## config.mk

```make
export PLATFORM = sky130hd
export DESIGN_NAME = uart_top
export DESIGN_NICKNAME = d
export VERILOG_FILES = /design/src/hdl/uart_pkg.sv /design/src/hdl/uart_cfg_if.sv /design/src/hdl/uart_top.sv /design/src/hdl/uart_regs.sv /design/src/hdl/uart_rx.sv /design/src/hdl/uart_tx.sv /design/src/hdl/uart_fifo.sv
export SDC_FILE = /design/constraint.sdc
export NUM_CORES = 1
export LEC_CHECK = 0
export BUFFER_PORTS_ARGS = -buffer_cell sky130_fd_sc_hd__buf_2
export CORE_MARGIN = 2
export CORE_UTILIZATION = 58
export DETAILED_ROUTE_END_ITERATION = 10
export GPL_ROUTABILITY_DRIVEN = 0
export HOLD_SLACK_MARGIN = 0.05
export PLACE_DENSITY_LB_ADDON = 0.25
export SYNTH_ARGS = -nofsm -noshare
export SYNTH_HDL_FRONTEND = slang
export SYNTH_SLANG_ARGS = --single-unit
```

## constraint.sdc

```tcl
create_clock -name clk_i -period 10.35 [get_ports clk_i]
set_input_delay 3.105 -clock clk_i [delete_from_list [all_inputs] [get_ports clk_i]]
set_output_delay 3.105 -clock clk_i [all_outputs]
set_load 0.005 [all_outputs]
```

## src/hdl/uart_pkg.sv

```systemverilog
////////////////////////////////////////
// Shared widths, depths and register map of the UART.
// FIFO depths need not be powers of two.
////////////////////////////////////////

package uart_pkg;

  localparam int DATA_W    = 8;
  localparam int BUS_W     = 16;
  localparam int ADDR_W    = 3;
  localparam int DIV_W     = 16;
  localparam int BIT_IDX_W = $clog2(DATA_W);

  localparam int TX_FIFO_DEPTH = 8;
  localparam int RX_FIFO_DEPTH = 4; // Small so that overrun is quick to reach.

  localparam logic [DIV_W-1:0] DIV_RESET = DIV_W'(16);

  typedef enum logic [ADDR_W-1:0] {
    ADDR_CTRL   = ADDR_W'(0),
    ADDR_DIV    = ADDR_W'(1),
    ADDR_TXDATA = ADDR_W'(2),
    ADDR_RXDATA = ADDR_W'(3),
    ADDR_STATUS = ADDR_W'(4)
  } reg_addr_e;

  localparam int ST_TX_FULL   = 0;
  localparam int ST_TX_EMPTY  = 1;
  localparam int ST_TX_IDLE   = 2;
  localparam int ST_RX_EMPTY  = 3;
  localparam int ST_FRAME_ERR = 4; // Sticky.
  localparam int ST_OVERRUN   = 5; // Sticky.

  typedef enum logic [1:0] {
    TX_IDLE,
    TX_START,
    TX_DATA,
    TX_STOP
  } tx_state_e;

  typedef enum logic [1:0] {
    RX_IDLE,
    RX_START,
    RX_DATA,
    RX_STOP
  } rx_state_e;

endpackage
```

## src/hdl/uart_cfg_if.sv

```systemverilog
////////////////////////////////////////
// Configuration out to the serial logic, status back.
// frame_err is a single-cycle pulse.
////////////////////////////////////////

`timescale 1ns/1ns

interface uart_cfg_if;
  import uart_pkg::*;

  logic [DIV_W-1:0] clks_per_sym; // Clock cycles per serial symbol.
  logic             tx_en;
  logic             rx_en;
  logic             tx_idle;
  logic             frame_err;

  modport regs (
    output clks_per_sym, tx_en, rx_en,
    input  tx_idle, frame_err
  );

  modport phy (
    input  clks_per_sym, tx_en, rx_en,
    output tx_idle, frame_err
  );

endinterface

```

## src/hdl/uart_top.sv

```systemverilog
////////////////////////////////////////
// UART top with a register bus and 8N1 serial lines.
// No flow control, parity or interrupts.
////////////////////////////////////////

`timescale 1ns/1ns

module uart_top (
  input  logic                       clk_i,
  input  logic                       rst_ni,
  input  logic                       reg_we_i,
  input  logic                       reg_re_i,
  input  logic [uart_pkg::ADDR_W-1:0] reg_addr_i,
  input  logic [uart_pkg::BUS_W-1:0]  reg_wdata_i,
  output logic [uart_pkg::BUS_W-1:0]  reg_rdata_o,
  output logic                       tx_o,
  input  logic                       rx_i
);
  import uart_pkg::*;

  logic              tx_push;
  logic              tx_pop;
  logic [DATA_W-1:0] tx_wdata;
  logic [DATA_W-1:0] tx_rdata;
  logic              tx_full;
  logic              tx_empty;
  logic              rx_push;
  logic              rx_pop;
  logic [DATA_W-1:0] rx_wdata;
  logic [DATA_W-1:0] rx_rdata;
  logic              rx_full;
  logic              rx_empty;

  uart_cfg_if u_cfg ();

  uart_regs u_regs (
    .clk_i       (clk_i),
    .rst_ni      (rst_ni),
    .reg_we_i    (reg_we_i),
    .reg_re_i    (reg_re_i),
    .reg_addr_i  (reg_addr_e'(reg_addr_i)),
    .reg_wdata_i (reg_wdata_i),
    .reg_rdata_o (reg_rdata_o),
    .cfg         (u_cfg),
    .tx_push_o   (tx_push),
    .tx_data_o   (tx_wdata),
    .tx_full_i   (tx_full),
    .tx_empty_i  (tx_empty),
    .rx_pop_o    (rx_pop),
    .rx_data_i   (rx_rdata),
    .rx_empty_i  (rx_empty),
    .rx_full_i   (rx_full),
    .rx_push_i   (rx_push)
  );

  uart_fifo #(.DEPTH(TX_FIFO_DEPTH)) u_tx_fifo (
    .clk_i   (clk_i),
    .rst_ni  (rst_ni),
    .push_i  (tx_push),
    .wdata_i (tx_wdata),
    .pop_i   (tx_pop),
    .rdata_o (tx_rdata),
    .full_o  (tx_full),
    .empty_o (tx_empty)
  );

  uart_fifo #(.DEPTH(RX_FIFO_DEPTH)) u_rx_fifo (
    .clk_i   (clk_i),
    .rst_ni  (rst_ni),
    .push_i  (rx_push),
    .wdata_i (rx_wdata),
    .pop_i   (rx_pop),
    .rdata_o (rx_rdata),
    .full_o  (rx_full),
    .empty_o (rx_empty)
  );

  uart_tx u_tx (
    .clk_i        (clk_i),
    .rst_ni       (rst_ni),
    .cfg          (u_cfg),
    .fifo_empty_i (tx_empty),
    .fifo_data_i  (tx_rdata),
    .fifo_pop_o   (tx_pop),
    .tx_o         (tx_o)
  );

  uart_rx u_rx (
    .clk_i       (clk_i),
    .rst_ni      (rst_ni),
    .cfg         (u_cfg),
    .rx_i        (rx_i),
    .fifo_push_o (rx_push),
    .fifo_data_o (rx_wdata)
  );

endmodule

```

## src/hdl/uart_regs.sv

```systemverilog
////////////////////////////////////////
// Register block for control, divisor, FIFO access and status.
// Read data is registered and holds until the next read strobe.
////////////////////////////////////////

`timescale 1ns/1ns

module uart_regs (
  input  logic                        clk_i,
  input  logic                        rst_ni,

  input  logic                        reg_we_i,
  input  logic                        reg_re_i,
  input  uart_pkg::reg_addr_e         reg_addr_i,
  input  logic [uart_pkg::BUS_W-1:0]  reg_wdata_i,
  output logic [uart_pkg::BUS_W-1:0]  reg_rdata_o,

  uart_cfg_if.regs                    cfg,

  output logic                        tx_push_o,
  output logic [uart_pkg::DATA_W-1:0] tx_data_o,
  input  logic                        tx_full_i,
  input  logic                        tx_empty_i,

  output logic                        rx_pop_o,
  input  logic [uart_pkg::DATA_W-1:0] rx_data_i,
  input  logic                        rx_empty_i,
  input  logic                        rx_full_i,
  input  logic                        rx_push_i
);
  import uart_pkg::*;

  logic             tx_en_q;
  logic             rx_en_q;
  logic [DIV_W-1:0] div_q;
  logic             frame_err_q;
  logic             overrun_q;
  logic             wr_ctrl;
  logic             wr_div;
  logic             wr_status;
  logic [BUS_W-1:0] status;
  logic [BUS_W-1:0] rdata_d;

  assign wr_ctrl   = reg_we_i && (reg_addr_i == ADDR_CTRL);
  assign wr_div    = reg_we_i && (reg_addr_i == ADDR_DIV);
  assign wr_status = reg_we_i && (reg_addr_i == ADDR_STATUS);

  assign tx_push_o = reg_we_i && (reg_addr_i == ADDR_TXDATA) && !tx_full_i;
  assign tx_data_o = reg_wdata_i[DATA_W-1:0];
  assign rx_pop_o  = reg_re_i && (reg_addr_i == ADDR_RXDATA) && !rx_empty_i;

  assign cfg.tx_en        = tx_en_q;
  assign cfg.rx_en        = rx_en_q;
  assign cfg.clks_per_sym = div_q;

  always_comb begin
    status               = '0;
    status[ST_TX_FULL]   = tx_full_i;
    status[ST_TX_EMPTY]  = tx_empty_i;
    status[ST_TX_IDLE]   = cfg.tx_idle;
    status[ST_RX_EMPTY]  = rx_empty_i;
    status[ST_FRAME_ERR] = frame_err_q;
    status[ST_OVERRUN]   = overrun_q;
  end

  always_comb begin
    case (reg_addr_i)
      ADDR_CTRL:   rdata_d = BUS_W'({rx_en_q, tx_en_q});
      ADDR_DIV:    rdata_d = BUS_W'(div_q);
      ADDR_RXDATA: rdata_d = rx_empty_i ? '0 : BUS_W'(rx_data_i);
      ADDR_STATUS: rdata_d = status;
      default:     rdata_d = '0; // TXDATA is write only.
    endcase
  end

  always_ff @(posedge clk_i) begin
    if (!rst_ni) begin
      tx_en_q     <= 1'b0;
      rx_en_q     <= 1'b0;
      div_q       <= DIV_RESET;
      frame_err_q <= 1'b0;
      overrun_q   <= 1'b0;
      reg_rdata_o <= '0;
    end else begin
      if (wr_ctrl) begin
        tx_en_q <= reg_wdata_i[0];
        rx_en_q <= reg_wdata_i[1];
      end
      if (wr_div) begin
        div_q <= reg_wdata_i[DIV_W-1:0];
      end
      // A new event in the same cycle as a clear wins.
      if (cfg.frame_err) begin
        frame_err_q <= 1'b1;
      end else if (wr_status) begin
        frame_err_q <= 1'b0;
      end
      if (rx_push_i && rx_full_i) begin
        overrun_q <= 1'b1;
      end else if (wr_status) begin
        overrun_q <= 1'b0;
      end
      if (reg_re_i) begin
        reg_rdata_o <= rdata_d;
      end
    end
  end

endmodule

```

## src/hdl/uart_rx.sv

```systemverilog
////////////////////////////////////////
// 8N1 receiver with start-bit check at half a symbol.
// Bytes with a low stop bit are dropped.
////////////////////////////////////////

`timescale 1ns/1ns

module uart_rx (
  input  logic                        clk_i,
  input  logic                        rst_ni,
  uart_cfg_if.phy                     cfg,
  input  logic                        rx_i,
  output logic                        fifo_push_o,
  output logic [uart_pkg::DATA_W-1:0] fifo_data_o
);
  import uart_pkg::*;

  rx_state_e            state_q;
  logic [1:0]           sync_q;
  logic                 prev_q;
  logic                 rx_s;
  logic [DIV_W-1:0]     cnt_q;
  logic [DIV_W-1:0]     half_sym;
  logic [DIV_W-1:0]     target;
  logic [BIT_IDX_W-1:0] bit_q;
  logic [DATA_W-1:0]    data_q;
  logic                 fall;
  logic                 sample;
  logic                 stop_now;

  assign rx_s     = sync_q[1];
  assign fall     = prev_q && !rx_s;
  assign half_sym = cfg.clks_per_sym >> 1;
  assign target   = (state_q == RX_START) ? half_sym - 1'b1 : cfg.clks_per_sym - 1'b1;
  assign sample   = (cnt_q == target);
  assign stop_now = (state_q == RX_STOP) && sample;

  assign fifo_push_o   = stop_now && rx_s;
  assign cfg.frame_err = stop_now && !rx_s;
  assign fifo_data_o   = data_q;

  // Two-flop synchronizer plus one stage for edge detection.
  always_ff @(posedge clk_i) begin
    if (!rst_ni) begin
      sync_q <= 2'b11;
      prev_q <= 1'b1;
    end else begin
      sync_q <= {sync_q[0], rx_i};
      prev_q <= rx_s;
    end
  end

  always_ff @(posedge clk_i) begin
    if (state_q == RX_DATA && sample) begin
      data_q <= {rx_s, data_q[DATA_W-1:1]}; // LSB arrives first.
    end
  end

  always_ff @(posedge clk_i) begin
    if (!rst_ni) begin
      state_q <= RX_IDLE;
      cnt_q   <= '0;
      bit_q   <= '0;
    end else begin
      case (state_q)
        RX_IDLE: begin
          if (cfg.rx_en && fall) begin
            state_q <= RX_START;
            cnt_q   <= '0;
          end
        end
        RX_START: begin
          if (sample) begin
            cnt_q <= '0;
            bit_q <= '0;
            // A line that is high again was only a glitch.
            state_q <= rx_s ? RX_IDLE : RX_DATA;
          end else begin
            cnt_q <= cnt_q + 1'b1;
          end
        end
        RX_DATA: begin
          if (sample) begin
            cnt_q <= '0;
            if (bit_q == BIT_IDX_W'(DATA_W - 1)) begin
              state_q <= RX_STOP;
            end else begin
              bit_q <= bit_q + 1'b1;
            end
          end else begin
            cnt_q <= cnt_q + 1'b1;
          end
        end
        default: begin
          if (sample) begin
            state_q <= RX_IDLE;
            cnt_q   <= '0;
          end else begin
            cnt_q <= cnt_q + 1'b1;
          end
        end
      endcase
    end
  end

endmodule

```

## src/hdl/uart_tx.sv

```systemverilog
////////////////////////////////////////
// 8N1 serializer fed from the transmit FIFO.
// Divisors below 4 are not supported.
////////////////////////////////////////

`timescale 1ns/1ns

module uart_tx (
  input  logic                        clk_i,
  input  logic                        rst_ni,
  uart_cfg_if.phy                     cfg,
  input  logic                        fifo_empty_i,
  input  logic [uart_pkg::DATA_W-1:0] fifo_data_i,
  output logic                        fifo_pop_o,
  output logic                        tx_o
);
  import uart_pkg::*;

  tx_state_e            state_q;
  logic [DIV_W-1:0]     cnt_q;
  logic [BIT_IDX_W-1:0] bit_q;
  logic [DATA_W-1:0]    shift_q;
  logic                 start;
  logic                 sym_end;

  assign start       = (state_q == TX_IDLE) && cfg.tx_en && !fifo_empty_i;
  assign sym_end     = (cnt_q == cfg.clks_per_sym - 1'b1);
  assign fifo_pop_o  = start;
  assign cfg.tx_idle = (state_q == TX_IDLE);

  // The low bit of shift_q is always the data bit on the line.
  always_ff @(posedge clk_i) begin
    if (start) begin
      shift_q <= fifo_data_i;
    end else if (state_q == TX_DATA && sym_end) begin
      shift_q <= shift_q >> 1;
    end
  end

  always_ff @(posedge clk_i) begin
    if (!rst_ni) begin
      state_q <= TX_IDLE;
      cnt_q   <= '0;
      bit_q   <= '0;
      tx_o    <= 1'b1;
    end else begin
      case (state_q)
        TX_IDLE: begin
          if (start) begin
            state_q <= TX_START;
            cnt_q   <= '0;
            tx_o    <= 1'b0; // Start bit.
          end
        end
        TX_START: begin
          if (sym_end) begin
            state_q <= TX_DATA;
            cnt_q   <= '0;
            bit_q   <= '0;
            tx_o    <= shift_q[0];
          end else begin
            cnt_q <= cnt_q + 1'b1;
          end
        end
        TX_DATA: begin
          if (sym_end) begin
            cnt_q <= '0;
            if (bit_q == BIT_IDX_W'(DATA_W - 1)) begin
              state_q <= TX_STOP;
              tx_o    <= 1'b1;
            end else begin
              bit_q <= bit_q + 1'b1;
              tx_o  <= shift_q[1]; // Takes the next bit before the shift.
            end
          end else begin
            cnt_q <= cnt_q + 1'b1;
          end
        end
        default: begin
          if (sym_end) begin
            state_q <= TX_IDLE; // One idle cycle before the next frame.
          end else begin
            cnt_q <= cnt_q + 1'b1;
          end
        end
      endcase
    end
  end

endmodule

```

## src/hdl/uart_fifo.sv

```systemverilog
////////////////////////////////////////
// Byte FIFO with show-ahead read data.
// Push when full and pop when empty are ignored.
////////////////////////////////////////

`timescale 1ns/1ns

module uart_fifo #(
  parameter int DEPTH = uart_pkg::TX_FIFO_DEPTH
) (
  input  logic                        clk_i,
  input  logic                        rst_ni,
  input  logic                        push_i,
  input  logic [uart_pkg::DATA_W-1:0] wdata_i,
  input  logic                        pop_i,
  output logic [uart_pkg::DATA_W-1:0] rdata_o,
  output logic                        full_o,
  output logic                        empty_o
);
  import uart_pkg::*;

  localparam int PTR_W = (DEPTH > 1) ? $clog2(DEPTH) : 1;
  localparam int CNT_W = $clog2(DEPTH + 1);

  logic [DATA_W-1:0] mem_q [DEPTH];
  logic [PTR_W-1:0]  wr_ptr_q;
  logic [PTR_W-1:0]  rd_ptr_q;
  logic [CNT_W-1:0]  count_q;
  logic              push_ok;
  logic              pop_ok;

  function automatic logic [PTR_W-1:0] ptr_inc(input logic [PTR_W-1:0] ptr);
    ptr_inc = (ptr == PTR_W'(DEPTH - 1)) ? '0 : ptr + 1'b1;
  endfunction

  assign full_o  = (count_q == CNT_W'(DEPTH));
  assign empty_o = (count_q == '0);
  assign push_ok = push_i && !full_o;
  assign pop_ok  = pop_i && !empty_o;
  assign rdata_o = mem_q[rd_ptr_q]; // Shows the head entry while not empty.

  always_ff @(posedge clk_i) begin
    if (push_ok) begin
      mem_q[wr_ptr_q] <= wdata_i;
    end
  end

  always_ff @(posedge clk_i) begin
    if (!rst_ni) begin
      wr_ptr_q <= '0;
      rd_ptr_q <= '0;
      count_q  <= '0;
    end else begin
      if (push_ok) wr_ptr_q <= ptr_inc(wr_ptr_q);
      if (pop_ok)  rd_ptr_q <= ptr_inc(rd_ptr_q);
      case ({push_ok, pop_ok})
        2'b10:   count_q <= count_q + 1'b1;
        2'b01:   count_q <= count_q - 1'b1;
        default: count_q <= count_q; // Both or neither leave the level alone.
      endcase
    end
  end

endmodule

```

==> flow_results.org <==
** Floorplan
- After floorplanning, the core was sized to cover 17800 µm².
- The die is 138 µm tall.
- From left edge to right edge, the die measures 138 µm.
- Row Count :: 49
- The floorplan step defined a die boundary enclosing 19100 µm².
- Ports placed on the boundary :: 41
- Starting Density :: 0.586

** Detailed routing
- Met2 Wirelength :: 10400 µm
- For this run, design rule violations remaining after detail routing come to 0.
- Number of iterations in the first detailed-routing pass :: 5
- For this block, the initial DRC count from the detailed router was 520.
- After detailed routing, the average wire length per cell comes to 18.0 µm.
- Met3 wire length :: 1330 µm
- The routed design has 22100 µm of wire.
- Top routing layer in use :: met4
- Antenna-violating nets left :: 0
- The routed layout has 7341 vias.
- For this block, wires on met1 add up to 9980 µm.
- Via-to-Cell Ratio :: 5.97

** STA
- RSZ-0062 raised after global routing :: false
- The total count of max-transition violations in the final report was 0.
- Max Clock Skew :: 0.0208 ns
- Setup tns final :: 0 ns
- Final period utilization :: 0.481
- For the pin with the worst max-slew slack, the measured transition is 1.22 ns.
- Setup violations remaining at the end of the flow were counted as 0.
- Crit path time final :: 4.98 ns
- The final hold violation count came to 0.
- Hold Worst Slack :: 0.435 ns
- Normalized max-slew margin :: 0.180
- Derived from the worst setup path, the maximum achievable clock frequency is 201 MHz.

** Layout
- Final #Nets :: 1035
- Fill count :: 1436
- Area growth from synthesis to layout :: 10.0%
- Of the cells placed in the final design, the portion with a size suffix greater than 1 is 0.126.
- Fraction of the core area covered by cells at the end of the flow :: 0.645
- The repair_antennas step left the layout with diodes totalling 0.

** Setup path
- In this run the critical register-to-register path is launched from u_regs.cfg.clks_per_sym[2]$_SDFFE_PN0P_.
- Kind of end point of the critical path :: flip-flop
- Required time at the worst-slack endpoint :: 10.81 ns
- Data arrival, critical path :: 5.44 ns
- Maximum fanout encountered on the critical timing path :: 9
- Capture instance of the worst register-to-register path :: u_rx_fifo.count_q[2]$_SDFFE_PN0P_
- Startpoint kind of the worst setup timing path :: input port
- Count of cells along the worst register-to-register path :: 16
- Worst setup path endpoint :: u_tx_fifo.count_q[3]$_SDFFE_PN0P_
- Critical path origin :: reg_addr_i[2]
- Critical path class :: in -> reg
- Setup slack, reg-to-reg :: 5.58 ns

** Power
- Power comes to 1.88 mW.
- The worst-case IR drop observed on VDD is 0.162 mV.
- Total power per unit cell area :: 164 nW/µm²
- Lkg Pwr :: 3.93 nW

** Min path
- Worst hold path class :: reg -> reg

** Clock tree
- Clock tree sinks :: 216
- The cell sitting at the root of the clock tree is a sky130_fd_sc_hd__clkbuf_16.
- In this run the deepest clock path goes through 3 buffers.
- Setup Buffers After CTS :: 0
- In this run the number of H-tree levels came out at 1.
- Counting the buffers created by CTS gives 22.
- Clk slew on worst S/H paths :: 0.07 ns
- Cells resized by post-CTS repair :: 0
- TritonCTS built the clock tree.
- For this design, the CTS-stage hold fixing added 0 buffers.
- Clock latency on the worst-skew pair :: 0.54 ns

** Yosys
- A synthesized cell averages 10.7 µm².
- Async SR Flop Fraction :: 0
- Commonest cells in the netlist :: sky130_fd_sc_hd__edfxtp_1, sky130_fd_sc_hd__dfxtp_1, sky130_fd_sc_hd__nand2_1
- Sequential share of the synthesized area :: 0.523
- Most instantiated flip-flop cell in the synthesis netlist :: sky130_fd_sc_hd__edfxtp_1
- Fraction of synthesized cell area taken by the top area cell type :: 0.323
- Count of flip-flops with a built-in enable after synthesis :: 112
- Among all cell types in the netlist, the one instantiated most often is sky130_fd_sc_hd__edfxtp_1.
- After technology mapping, the gate count stands at 977.
- Count of warnings emitted by yosys :: 0
- After synthesis, the cell types taking the most area are sky130_fd_sc_hd__edfxtp_1, sky130_fd_sc_hd__dfxtp_1, sky130_fd_sc_hd__mux4_2.
- sky130_fd_sc_hd__edfxtp_1 takes more of the synthesized area than any other cell.
- The synthesized netlist occupies a cell area of 10400 µm².
- Synthesis produced a netlist with a net count of 1028.
- Number of library cell types mapped by synthesis :: 71
- In this run, synthesis produced a sequential element count of 216.

** Global route
- Overflow left after global routing :: 0
- Pin count of the biggest net entering global routing :: 74
- For this run, the total global-route usage over all layers was measured as 0.228.
- Antenna violations before repair :: 0
- The first global-routing pass estimated 35600 µm of wire.
- The via count of the first global-routing pass came to 6822.

** Flow run
- Number of max-capacitance violations reported :: 0

** Placement
- Buffers placed on the I/O ports in this run total 40.
- Half-perimeter wire length of the detailed placement result :: 15100 µm

** Outcome
- Outcome :: finished clean
-- where the power goes --
part | internal (mW) | switching, mW | leakage [nW]
registers | 0.905 | 0.0145 | 1.85
logic | 0.0509 | 0.0909 | 1.73
clock network | 0.474 | 0.346 | 0.359
total | 1.43 | 0.452 | 3.93
-- sequential cells by signal (all words and copies together), names as in the netlist, 4 cells and up, named ones only --
name	count
u_regs.cfg.clks_per_sym	16
u_regs.reg_rdata_o	16
u_rx.cnt_q	16
u_rx.fifo_data_o	8
u_rx_fifo.mem_q	32
u_tx.cnt_q	16
u_tx.shift_q	8
u_tx_fifo.count_q	4
u_tx_fifo.mem_q	64
-- area by class of cell --
class / instances / area (µm²) / share of cell area
clock buffer: 23 / 554 / 0.0483
clock inverter: 17 / 211 / 0.0184
inverter: 37 / 139 / 0.0121
multi-input combinational: 660 / 4580 / 0.399
sequential: 216 / 5450 / 0.475
tap: 229 / 287 / 0.0250
timing repair buffer: 47 / 253 / 0.0220
-- layer usage --
metal,up-vias,track usage
met3,29,0.0346
li1,3554,-
met2,200,0.368
met1,3558,0.326
met4,0,0.0612
met5,-,0
-- stage by stage --
| stage | cells | instance area [µm²] | setup WS [ns] |
|---|---|---|---|
| CTS | 1229 | 11500 | 5.42 |
| finish | 1229 | 11500 | 5.37 |
| floorplan | 977 | 10400 | 5.09 |
| global route | 1229 | 11500 | 5.26 |
| global placement | 1189 | 10700 | 4.92 |
| detailed placement | 1189 | 10700 | 4.87 |
-- placed cells by master (no fill, tap or decap), types with 7 or more instances in the layout --
cell type / synthesis / routed
sky130_fd_sc_hd__mux4_2: 24 / 24
sky130_fd_sc_hd__inv_1: 36 / 36
sky130_fd_sc_hd__buf_2: 6 / 40
sky130_fd_sc_hd__nand2b_1: 9 / 9
sky130_fd_sc_hd__edfxtp_1: 112 / 112
sky130_fd_sc_hd__ha_1: 25 / 25
sky130_fd_sc_hd__xnor2_1: 39 / 39
sky130_fd_sc_hd__a31oi_1: 9 / 9
sky130_fd_sc_hd__nor2_1: 86 / 86
sky130_fd_sc_hd__nor4_1: 7 / 7
sky130_fd_sc_hd__xor2_1: 33 / 33
sky130_fd_sc_hd__nand2_1: 98 / 98
sky130_fd_sc_hd__dfxtp_1: 104 / 104
sky130_fd_sc_hd__o21ai_0: 32 / 32
sky130_fd_sc_hd__nand3_1: 37 / 37
sky130_fd_sc_hd__o31ai_1: 8 / 8
sky130_fd_sc_hd__and3_1: 10 / 10
sky130_fd_sc_hd__nand4_1: 15 / 15
sky130_fd_sc_hd__a21oi_1: 66 / 66
sky130_fd_sc_hd__nor3_1: 34 / 34
sky130_fd_sc_hd__clkbuf_16: 0 / 22
sky130_fd_sc_hd__or3_1: 7 / 7
sky130_fd_sc_hd__mux2i_1: 21 / 21
sky130_fd_sc_hd__buf_4: 1 / 7
sky130_fd_sc_hd__nor3b_1: 9 / 9
-- worst min path at each step --
stage,cells past startpoint,from,to
6_report,1,u_rx.sync_q[0]$_SDFF_PN1_,u_rx.sync_q[1]$_SDFF_PN1_
5_1_grt,2,u_regs.reg_rdata_o[13]$_SDFFE_PN0P_,u_regs.reg_rdata_o[13]$_SDFFE_PN0P_
4_1_cts,1,u_rx.sync_q[0]$_SDFF_PN1_,u_rx.sync_q[1]$_SDFF_PN1_
3_5_place_dp,1,u_rx.sync_q[0]$_SDFF_PN1_,u_rx.sync_q[1]$_SDFF_PN1_
3_3_place_gp,1,u_rx.sync_q[0]$_SDFF_PN1_,u_rx.sync_q[1]$_SDFF_PN1_
2_1_floorplan,1,u_rx.sync_q[0]$_SDFF_PN1_,u_rx.sync_q[1]$_SDFF_PN1_
-- critical path: stages --
cell                      delay [ns]
sky130_fd_sc_hd__buf_2          0.14
sky130_fd_sc_hd__nor3b_1        0.31
sky130_fd_sc_hd__nand3_1        0.37
sky130_fd_sc_hd__ha_1           0.35
sky130_fd_sc_hd__ha_1           0.27
sky130_fd_sc_hd__a21o_1         0.17
sky130_fd_sc_hd__a21oi_1        0.18
sky130_fd_sc_hd__xnor2_1        0.10
sky130_fd_sc_hd__or3_1          0.30
sky130_fd_sc_hd__a21oi_1        0.13
-- logic make-up (layout without fill, tap and decap cells) --
kind of cell	after synthesis	count (layout)	synth area share
xor+xnor	74	74	0.0648
fa+ha+maj	27	27	0.0339
flops	216	216	0.523
mux	46	46	0.0731
compound gates	166	166	0.103
buf+inv	101	124	0.0389
simple gates	347	347	0.164
No activity file was read; power rests on OpenSTA's default activity.
